===== config.mk =====
export PLATFORM = sky130hd
export DESIGN_NAME = sqrt_top
export DESIGN_NICKNAME = d
export VERILOG_FILES = /design/src/sqrt_pkg.sv /design/src/sqrt_control.sv /design/src/sqrt_datapath.sv /design/src/sqrt_result_fifo.sv /design/src/sqrt_top.sv
export SDC_FILE = /design/constraint.sdc
export NUM_CORES = 1
export LEC_CHECK = 0
export BUFFER_PORTS_ARGS = -buffer_cell sky130_fd_sc_hd__buf_4
export CAP_MARGIN = 20
export CORE_ASPECT_RATIO = 0.5
export CORE_MARGIN = 2
export CORE_UTILIZATION = 50
export CTS_CLUSTER_SIZE = 12
export DETAILED_ROUTE_END_ITERATION = 6
export PLACE_DENSITY = 0.7
export SKIP_LAST_GASP = 1
export SYNTH_ARGS = -nofsm -noshare
export SYNTH_HDL_FRONTEND = slang
export SYNTH_HIERARCHICAL = 1
export SYNTH_SLANG_ARGS = --single-unit

===== constraint.sdc =====
create_clock -name clk -period 2.2 [get_ports clk]
set_input_delay 0.22 -clock clk [delete_from_list [all_inputs] [get_ports clk]]
set_output_delay 0.22 -clock clk [all_outputs]
set_load 0.03 [all_outputs]

===== src/sqrt_pkg.sv =====
package sqrt_pkg;

  localparam int RAD_WIDTH  = 16;
  localparam int ROOT_WIDTH = RAD_WIDTH / 2;

  // input value.
  typedef logic [RAD_WIDTH-1:0] radicand_t;

  // integer root.
  typedef logic [ROOT_WIDTH-1:0] root_t;

  // radicand minus root squared, at most 2*root.
  typedef logic [ROOT_WIDTH:0] remainder_t;

  // trial difference, top bit is the sign.
  typedef logic [ROOT_WIDTH+1:0] trial_t;

  // iteration index, counts down to zero.
  typedef logic [2:0] count_t;

  typedef enum logic [2:0] {
    ST_START   = 3'd0,
    ST_SHIFT   = 3'd1,
    ST_CHECK   = 3'd2,
    ST_ACCEPT  = 3'd3,
    ST_ITERATE = 3'd4,
    ST_ADVANCE = 3'd5,
    ST_DONE    = 3'd6
  } sqrt_state_t;

endpackage


===== src/sqrt_control.sv =====
`timescale 1ns/1ps

module sqrt_control import sqrt_pkg::*; (
  input  logic clk,
  input  logic rst,
  input  logic in_valid,
  input  logic has_space,
  input  logic trial_negative,
  input  logic last_iteration,
  output logic in_ready,
  output logic load,
  output logic clear,
  output logic shift,
  output logic accept,
  output logic iterate,
  output logic advance,
  output logic done
);

  sqrt_state_t state;
  sqrt_state_t state_next;
  logic        in_fire;

  assign in_ready = clear & has_space; // idle and a result slot is free.
  assign in_fire  = in_valid & in_ready;
  assign load     = clear & in_fire;

  always_ff @(posedge clk) begin
    if (rst) begin
      state <= ST_START;
    end else begin
      state <= state_next;
    end
  end

  always_comb begin
    state_next = state;
    case (state)
      ST_START: begin
        if (in_fire) begin
          state_next = ST_SHIFT;
        end
      end
      ST_SHIFT: begin
        state_next = ST_CHECK;
      end
      ST_CHECK: begin
        state_next = trial_negative ? ST_ITERATE : ST_ACCEPT; // keep bit zero on a borrow.
      end
      ST_ACCEPT: begin
        state_next = ST_ITERATE;
      end
      ST_ITERATE: begin
        state_next = last_iteration ? ST_DONE : ST_ADVANCE;
      end
      ST_ADVANCE: begin
        state_next = ST_SHIFT;
      end
      ST_DONE: begin
        state_next = ST_START;
      end
      default: begin
        state_next = ST_START;
      end
    endcase
  end

  // one strobe per state, none in the unused code.
  always_comb begin
    clear   = 1'b0;
    shift   = 1'b0;
    accept  = 1'b0;
    iterate = 1'b0;
    advance = 1'b0;
    done    = 1'b0;
    case (state)
      ST_START: begin
        clear = 1'b1;
      end
      ST_SHIFT: begin
        shift = 1'b1;
      end
      ST_CHECK: begin
        clear = 1'b0; // decision only.
      end
      ST_ACCEPT: begin
        accept = 1'b1;
      end
      ST_ITERATE: begin
        iterate = 1'b1;
      end
      ST_ADVANCE: begin
        advance = 1'b1;
      end
      ST_DONE: begin
        done = 1'b1; // pushes the result.
      end
      default: begin
        clear = 1'b0;
      end
    endcase
  end

endmodule


===== src/sqrt_datapath.sv =====
`timescale 1ns/1ps

module sqrt_datapath import sqrt_pkg::*; (
  input  logic       clk,
  input  logic       rst,
  input  logic       load,
  input  logic       clear,
  input  logic       shift,
  input  logic       accept,
  input  logic       iterate,
  input  logic       advance,
  input  radicand_t  in_radicand,
  output logic       trial_negative,
  output logic       last_iteration,
  output root_t      push_root,
  output remainder_t push_remainder
);

  radicand_t  radicand_q;
  remainder_t remainder_q;
  trial_t     trial_q;
  root_t      root_q;
  count_t     count_q;
  logic       bit_q;
  trial_t     shifted;
  trial_t     divisor;
  trial_t     trial_d;

  // the remainder is below 256 whenever a new digit pair comes in.
  assign shifted = {remainder_q[ROOT_WIDTH-1:0], radicand_q[RAD_WIDTH-1 -: 2]};
  assign divisor = {root_q, 2'b01}; // 4*root + 1.
  assign trial_d = shifted - divisor;

  assign trial_negative = trial_q[$bits(trial_t)-1];
  assign last_iteration = (count_q == '0);
  assign push_root      = root_q;
  assign push_remainder = remainder_q;

  always_ff @(posedge clk) begin
    if (load) begin
      radicand_q <= in_radicand;
    end else if (shift) begin
      radicand_q <= {radicand_q[RAD_WIDTH-3:0], 2'b00}; // next digit pair on top.
    end
  end

  always_ff @(posedge clk) begin
    if (load) begin
      remainder_q <= '0;
    end else if (shift) begin
      // wraps only when the trial fits, and then accept overwrites it.
      remainder_q <= shifted[ROOT_WIDTH:0];
    end else if (accept) begin
      remainder_q <= trial_q[ROOT_WIDTH:0];
    end
  end

  always_ff @(posedge clk) begin
    if (clear) begin
      trial_q <= '0;
    end else if (shift) begin
      trial_q <= trial_d;
    end
  end

  always_ff @(posedge clk) begin
    if (load) begin
      root_q <= '0;
    end else if (iterate) begin
      root_q <= {root_q[ROOT_WIDTH-2:0], bit_q}; // append the new root bit.
    end
  end

  always_ff @(posedge clk) begin
    if (rst) begin
      count_q <= '0;
    end else if (load) begin
      count_q <= count_t'(ROOT_WIDTH - 1);
    end else if (advance) begin
      count_q <= count_q - count_t'(1);
    end
  end

  always_ff @(posedge clk) begin
    if (rst) begin
      bit_q <= 1'b0;
    end else if (clear || advance) begin
      bit_q <= 1'b0;
    end else if (accept) begin
      bit_q <= 1'b1; // trial was non-negative.
    end
  end

endmodule


===== src/sqrt_result_fifo.sv =====
`timescale 1ns/1ps

module sqrt_result_fifo import sqrt_pkg::*; #(
  parameter int FIFO_DEPTH = 2
) (
  input  logic       clk,
  input  logic       rst,
  input  logic       push,
  input  logic       out_ready,
  input  root_t      push_root,
  input  remainder_t push_remainder,
  output logic       has_space,
  output logic       out_valid,
  output root_t      out_root,
  output remainder_t out_remainder
);

  localparam int PTR_W = (FIFO_DEPTH > 1) ? $clog2(FIFO_DEPTH) : 1;
  localparam int CNT_W = $clog2(FIFO_DEPTH + 1);
  localparam logic [PTR_W-1:0] LAST_SLOT  = PTR_W'(FIFO_DEPTH - 1);
  localparam logic [CNT_W-1:0] FULL_COUNT = CNT_W'(FIFO_DEPTH);

  root_t            root_mem [FIFO_DEPTH];
  remainder_t       rem_mem  [FIFO_DEPTH];
  logic [PTR_W-1:0] wr_ptr;
  logic [PTR_W-1:0] rd_ptr;
  logic [CNT_W-1:0] count;
  logic             wr_en;
  logic             rd_en;

  function automatic logic [PTR_W-1:0] next_ptr(input logic [PTR_W-1:0] ptr);
    return (ptr == LAST_SLOT) ? '0 : ptr + PTR_W'(1);
  endfunction

  assign has_space     = (count != FULL_COUNT);
  assign out_valid     = (count != '0);
  assign wr_en         = push & has_space;
  assign rd_en         = out_valid & out_ready;
  assign out_root      = root_mem[rd_ptr]; // oldest entry.
  assign out_remainder = rem_mem[rd_ptr];

  always_ff @(posedge clk) begin
    if (wr_en) begin
      root_mem[wr_ptr] <= push_root;
      rem_mem[wr_ptr]  <= push_remainder;
    end
  end

  always_ff @(posedge clk) begin
    if (rst) begin
      wr_ptr <= '0;
      rd_ptr <= '0;
      count  <= '0;
    end else begin
      if (wr_en) begin
        wr_ptr <= next_ptr(wr_ptr);
      end
      if (rd_en) begin
        rd_ptr <= next_ptr(rd_ptr);
      end
      case ({wr_en, rd_en})
        2'b10:   count <= count + CNT_W'(1);
        2'b01:   count <= count - CNT_W'(1);
        default: count <= count; // both or neither.
      endcase
    end
  end

endmodule


===== src/sqrt_top.sv =====
`timescale 1ns/1ps

module sqrt_top import sqrt_pkg::*; #(
  parameter int FIFO_DEPTH = 2
) (
  input  logic       clk,
  input  logic       rst,
  input  logic       in_valid,
  output logic       in_ready,
  input  radicand_t  in_radicand,
  output logic       out_valid,
  input  logic       out_ready,
  output root_t      out_root,
  output remainder_t out_remainder
);

  logic       load;
  logic       clear;
  logic       shift;
  logic       accept;
  logic       iterate;
  logic       advance;
  logic       done;
  logic       has_space;
  logic       trial_negative;
  logic       last_iteration;
  root_t      push_root;
  remainder_t push_remainder;

  sqrt_control i_control (
    .clk            (clk),
    .rst            (rst),
    .in_valid       (in_valid),
    .has_space      (has_space),
    .trial_negative (trial_negative),
    .last_iteration (last_iteration),
    .in_ready       (in_ready),
    .load           (load),
    .clear          (clear),
    .shift          (shift),
    .accept         (accept),
    .iterate        (iterate),
    .advance        (advance),
    .done           (done)
  );

  sqrt_datapath i_datapath (
    .clk            (clk),
    .rst            (rst),
    .load           (load),
    .clear          (clear),
    .shift          (shift),
    .accept         (accept),
    .iterate        (iterate),
    .advance        (advance),
    .in_radicand    (in_radicand),
    .trial_negative (trial_negative),
    .last_iteration (last_iteration),
    .push_root      (push_root),
    .push_remainder (push_remainder)
  );

  sqrt_result_fifo #(
    .FIFO_DEPTH (FIFO_DEPTH)
  ) i_result_fifo (
    .clk            (clk),
    .rst            (rst),
    .push           (done), // result is complete in ST_DONE.
    .out_ready      (out_ready),
    .push_root      (push_root),
    .push_remainder (push_remainder),
    .has_space      (has_space),
    .out_valid      (out_valid),
    .out_root       (out_root),
    .out_remainder  (out_remainder)
  );

endmodule

### After elaboration in Yosys (flattened, before gate mapping)

Memory sizes are Yosys's and may differ from the RTL's. A register that Yosys moved wholly into a read port is not among the register bits.
Cells that the tools add are included.

| word-level totals | value |
|---|---|
| bits of input ports | 20 |
| word-level logic and storage cells | 67 |
| memories kept | 2 |
| register bits | 54 |
| output and inout port bits | 19 |
| RAM bits | 34 |

| operators by class | value |
|---|---|
| add/sub/neg operators | 6 |
| reductions and logical operators | 9 |
| equality and inequality tests | 10 |
| bitwise gates (word level) | 5 |
| muxes and demuxes | 25 |

Memories:

| name | words | bits a word | rd ports | clocked after memory_dff | wr ports | RTL line | RTL |
|---|---|---|---|---|---|---|---|
| i_result_fifo.rem_mem | 2 | 9 | 1 | 1 | 1 | sqrt_result_fifo.sv:24 | `remainder_t rem_mem [FIFO_DEPTH];` |
| i_result_fifo.root_mem | 2 | 8 | 1 | 1 | 1 | sqrt_result_fifo.sv:23 | `root_t root_mem [FIFO_DEPTH];` |

Operators with widths:

| cell | count |
|---|---|
| $mux 16 | 2 |
| $mux 9 | 2 |
| $pmux 3 s6 | 1 |
| $mux 1 | 14 |
| $mux 3 | 4 |
| $reduce_bool 2->1 | 5 |
| $sub 10x10->10 | 1 |
| $eq 3x3->1 const B | 3 |
| $eq 3x2->1 const B | 2 |
| $logic_not 3->1 | 2 |
| $and 1x1->1 | 5 |
| $pmux 2 s2 | 1 |
| $eq 3x1->1 const B | 1 |
| $sub 3x1->3 const B | 1 |
| $add 1x1->1 const B | 2 |
| $add 2x1->2 const B | 1 |
| $eq 2x1->1 const B | 1 |
| $eq 2x2->1 const B | 1 |
| $mux 2 | 1 |
| $ne 2x1->1 const B | 1 |
| $ne 2x2->1 const B | 1 |
| $reduce_or 2->1 | 1 |
| $sub 2x1->2 const B | 1 |
| $logic_or 1x1->1 | 1 |

### Logic depth before layout (Yosys ltp)

| logic depth | value |
|---|---|
| depth after elaboration | 6 |
| mapped depth | 7 |
| gate-level depth less buffers | 7 |

### Cells and area by module

The synthesis kept the hierarchy.

By module, submodules not included:

| module | sequential area each (sq um) | cells each | area each (sq um) | times used |
|---|---|---|---|---|
| sqrt_datapath | 1,101.1 | 217 | 2,242.2 | 1 |
| sqrt_result_fifo | 1,121.1 | 77 | 1,445.1 | 1 |
| sqrt_control | 60.1 | 25 | 215.2 | 1 |

### Least setup slack after synthesis

No wires, ideal clock.

| timing | value |
|---|---|
| path type | reg-to-reg |
| start | reg i_control.state[1] |
| end | reg i_datapath.radicand_q[0], enable pin |
| buffers on the path | 3 |
| data required time | 1.866 ns |
| library setup time | 0.334 ns |
| path slack | -0.143 ns |
| arrival time | 2.009 ns |
| clock period less this slack | 2.343 ns |
| stages on the path, launching flop included | 7 |
| path through | dfxtp_1 > buf_4 > nor3_1 > and3_2 > buf_2 > buf_1 > or2_2 |

| between the ends | value |
|---|---|
| longest elaborated chain between the ends | 6 |
| elaborated cells on any way between the ends | 8 |
| those cells by class | eq/ne (1); mux (2); bitwise (3); reduce/logical (2) |

Ends and longest elaborated chain:

| what | RTL line | RTL |
|---|---|---|
| start: declaration | sqrt_control.sv:20 | `sqrt_state_t state;` |
| start signal: assignment | sqrt_control.sv:32 | `state <= state_next;` |
| $logic_not 3->1 (*) | sqrt_control.sv:76 | `case (state)` |
| $mux 1 (*) | sqrt_control.sv:76 |  |
| net clear | sqrt_top.sv:18 | `logic clear;` |
| $and 1x1->1 | sqrt_control.sv:24 | `assign in_ready = clear & has_space;` |
| $and 1x1->1 | sqrt_control.sv:25 | `assign in_fire = in_valid & in_ready;` |
| $and 1x1->1 (*) | sqrt_control.sv:26 | `assign load = clear & in_fire;` |
| net load | sqrt_top.sv:17 | `logic load;` |
| $reduce_bool 2->1 (no source line) (*) | n/a |  |
| end signal: assignment | sqrt_datapath.sv:41 | `radicand_q <= in_radicand;` |
| end signal: assignment | sqrt_datapath.sv:43 | `radicand_q <= {radicand_q[RAD_WIDTH-3:0], 2'b00};` |
| end: declaration | sqrt_datapath.sv:19 | `radicand_t radicand_q;` |

Mark *: on every way through the listed nets, which the timed path passes. The rest lies on a longest branch.
A chain may end at the register's enable or synchronous reset.

### Worst setup path after layout

| timing | value |
|---|---|
| start | reg i_datapath.root_q[2], in the netlist i_datapath/push_root[2] |
| end | reg i_datapath.trial_q[7] |

| between the ends | value |
|---|---|
| longest elaborated chain between the ends | 1 |

Ends and longest elaborated chain:

| what | RTL line | RTL |
|---|---|---|
| start: declaration | sqrt_datapath.sv:22 | `root_t root_q;` |
| start signal: assignment | sqrt_datapath.sv:70 | `root_q <= {root_q[ROOT_WIDTH-2:0], bit_q};` |
| $sub 10x10->10 | sqrt_datapath.sv:32 | `assign trial_d = shifted - divisor;` |
| end signal: assignment | sqrt_datapath.sv:62 | `trial_q <= trial_d;` |
| end: declaration | sqrt_datapath.sv:21 | `trial_t trial_q;` |

Every way passes these cells.

==> results.md <==
* Chip height at 66.5 um
* Initial antenna violation count at 0
* Ys async rst share at 0%
* Synth warn at 6
* Worst-path cell chain: inv_1 > ha_1 > or3_1 > o221a_1 > or3_1 > nand3_1 > a21oi_1
* Tmin final at a little under 2 ns
* CTS buffer count at 9
* Initial Util at between 50% and 60%
* Slowest cell on the critical path: or3_1
* Count leader, synth: edfxtp_1
* Mapped Avg Cell Area at roughly 12 sq um
* Largest net degree at the start of global routing at 19
* CTS tree: done
* RD Place Congestion at ~0.84
* Clk_skew at 0.00703 ns
* Status: finished, final reports clean
* Post-route clock period utilization at around 90%
* Final setup violation count at 0
* Iter 0 DRT Violations at 150
* WL final at slightly below 7000 um
* First-pass GRT wire length at roughly 11000 um
* Die width at ~130 um
* Sum of buffers and inverters on the critical path at 1
* Port Buffer Count at 38
* Post-synthesis sequential area ratio at roughly three fifths
* Die Area at between 8000 and 9000 sq um
* Routed via count at approximately 2500
* Num rows at 22
* CTS HTree Levels at 3
* Footprint of the multi-input gates at 1520 sq um
* Final ANT Viol Nets at 0
* Worst-path clk slew at roughly 0.060 ns
* Core Region at between 7000 and 8000 sq um
* WS Path Type: flop to flop
* CP Launch Type: flop
* Crit Path Max Fanout at 5
* DRC Markers at 0
* Sink Count at 89
* RR Startpoint: i_datapath/push_root[2]
* Cell count along the critical path at 7
* Max Fclk at a little over 500 MHz
* DP Cell Count at 449
* R2R depth at 7
* Max-slew violations at 0
* CP required at between 2 and 2.5 ns
* Power Density at ~920 nW/um^2
* Setup crit end kind: flop
* Worst vdd ir at ~0.42 mV
* CP dominant cell by count: or3_1
* Setup TNS at 0 ns
* Hold WC Path Type: input pin to flop
* Worst path top cell family by delay: simple AND/OR/NAND/NOR gates
* GR Overflow Total at 0
* Post-synth EDFFs at 50
* Commonest register cell after synthesis: edfxtp_1
* Nets@finish at between 300 and 400
* CP Launch Point: i_datapath/push_root[2]
* Vias in the first global route at between 2000 and 2500
* Largest cells by area after synthesis: edfxtp_1 38%, dfxtp_1 20%, mux2_2 8.9%
* Hold Violations, Final at 0
* Post-CTS sizing at 0
* Cells after Synth at approximately 320
* Most frequent cells after synthesis: 50 x edfxtp_1, 44 x nor2_1, 39 x dfxtp_1
* # fillers at 625
* Area Growth Syn to Fin at 17.8%
* DR WL/cell at 14.8 um
* Number of buffers added for setup after CTS at 0
* Slew HR at between 70% and 80%
* Yosys top cell area share at 38.5%
* Post-Syn Nets at 350
* Register-to-Register Setup Slack at ~0.26 ns
* Detailed Place HPWL at 4760 um
* Worst slew pin tran at approximately 0.42 ns
* ANT cells at 0
* Data arrival time of the worst path at between 2 and 2.5 ns
* Cell taking the most area after synthesis: edfxtp_1
* Layout cells sized above 1 at 29.3%
* Final Util at between 60% and 70%
* Global Route Usage Sum at ~18%
* CTS max path bufs at 2
* Max-cap violations at 0
* Drt via density at 5.31
* First drt pass iteration count at 4
* RSZ-0062 raised after global routing: false
* CP peak stage delay at 0.40 ns
* CTS Hold Bufs at 0
* FF/Latch Area at between 2000 and 2500 sq um
* RR Endpoint: i_datapath/trial_q[7]
* Yosys cell types at 49
* Non-Filler Instances at approximately 470
* Critical path destination: i_datapath/trial_q[7]
* Top-Level Pins at 39
* P_leak at 0.00172 uW
* CTS Root Buffer Type: clkbuf_16
* Mapped cell area at approximately 3900 sq um
* Later-pin clock latency in the skew report at 0.34 ns
* #FFs+latches synth at a little under 90
worst min-delay path by stage:
stage                                 startpoint                          end  slack [ns]  cells after the start
finish                                       rst         i_result_fifo/wr_ptr        0.14                      2
global route                                 rst         i_result_fifo/wr_ptr        0.14                      2
CTS                                          rst         i_result_fifo/wr_ptr        0.13                      2
detailed placement         i_datapath/trial_q[5]        i_datapath/trial_q[5]        0.45                      2
global placement    i_datapath/push_remainder[8]  i_result_fifo/rem_mem[0][8]        0.45                      0
floorplan                                    rst       i_result_fifo/count[1]        0.29                      1
state kept, by name (all words and copies together), names as in the netlist, named ones only:
name / cells
i_result_fifo/rem_mem: 18
i_datapath/radicand_q: 16
i_result_fifo/root_mem: 16
i_datapath/trial_q: 10
i_datapath/push_remainder: 9
i_datapath/push_root: 8
i_control/state: 3
i_datapath/count_q: 3
i_result_fifo/count: 2
i_datapath/bit_q: 1
i_result_fifo/rd_ptr: 1
i_result_fifo/wr_ptr: 1
cell families (layout without fill, tap and decap cells):
kind of cell / Yosys count / count (layout) / share of synthesized area (%)
xor gates and xnor gates: 9 / 9 / 2.02
buffers and inverters: 27 / 77 / 2.85
adders and majority gates: 11 / 11 / 3.53
muxes: 49 / 49 / 13.6
AOI/OAI and AO/OA: 46 / 46 / 7.70
DFF: 89 / 89 / 58.5
and+or+nand+nor: 88 / 88 / 11.9
metal layers:
metal  routed length [um]  track usage, %  share of wire [%]  up-vias
met1                 3190            22.0                 46     1183
met4                   35            6.11               0.51        0
met3                  280            6.59                4.1        2
li1                     -               -                  -     1238
met2                 3390            29.4                 49       48
met5                    0               0                  0        -
metrics by stage:
| step | instance area, sq um | power, uW | hold WS [ns] | setup slack, ns |
|---|---|---|---|---|
| 3_3_place_gp | 4330 | 2850 | 0.449 | 0.345 |
| 6_report | 4600 | 4230 | 0.136 | 0.261 |
| 2_1_floorplan | 3910 | 2670 | 0.289 | 0.0718 |
| 4_1_cts | 4600 | 4270 | 0.131 | 0.261 |
| 3_5_place_dp | 4330 | 2890 | 0.446 | 0.278 |
| 5_1_grt | 4600 | 4460 | 0.139 | 0.103 |
cells in the final DEF, fill, tap and decap left out, types with 5 or more instances in the layout:
cell / n
ha_1: 11
nand2_1: 5
o21ai_0: 8
inv_1: 13
clkbuf_16: 9
buf_4: 48
a21oi_1: 16
a211oi_1: 6
dfxtp_1: 39
mux2_2: 31
xnor2_1: 6
edfxtp_1: 50
nor2b_1: 5
mux2i_1: 18
nor2_1: 44
report_power, final:
part	internal (uW)	total (uW)	switching [uW]
registers	1940	2040	97.5
clock network	793	1380	583
logic	394	821	427
total	3130	4230	1110
cell type report:
type,instances,area share (%)
timing repair buffer,48,7.84
multi-input combinational,203,33.0
clock inverter,3,0.381
sequential,89,49.6
inverter,13,1.06
tap,96,2.61
clock buffer,13,5.44
(Power assumes the default switching activity.)
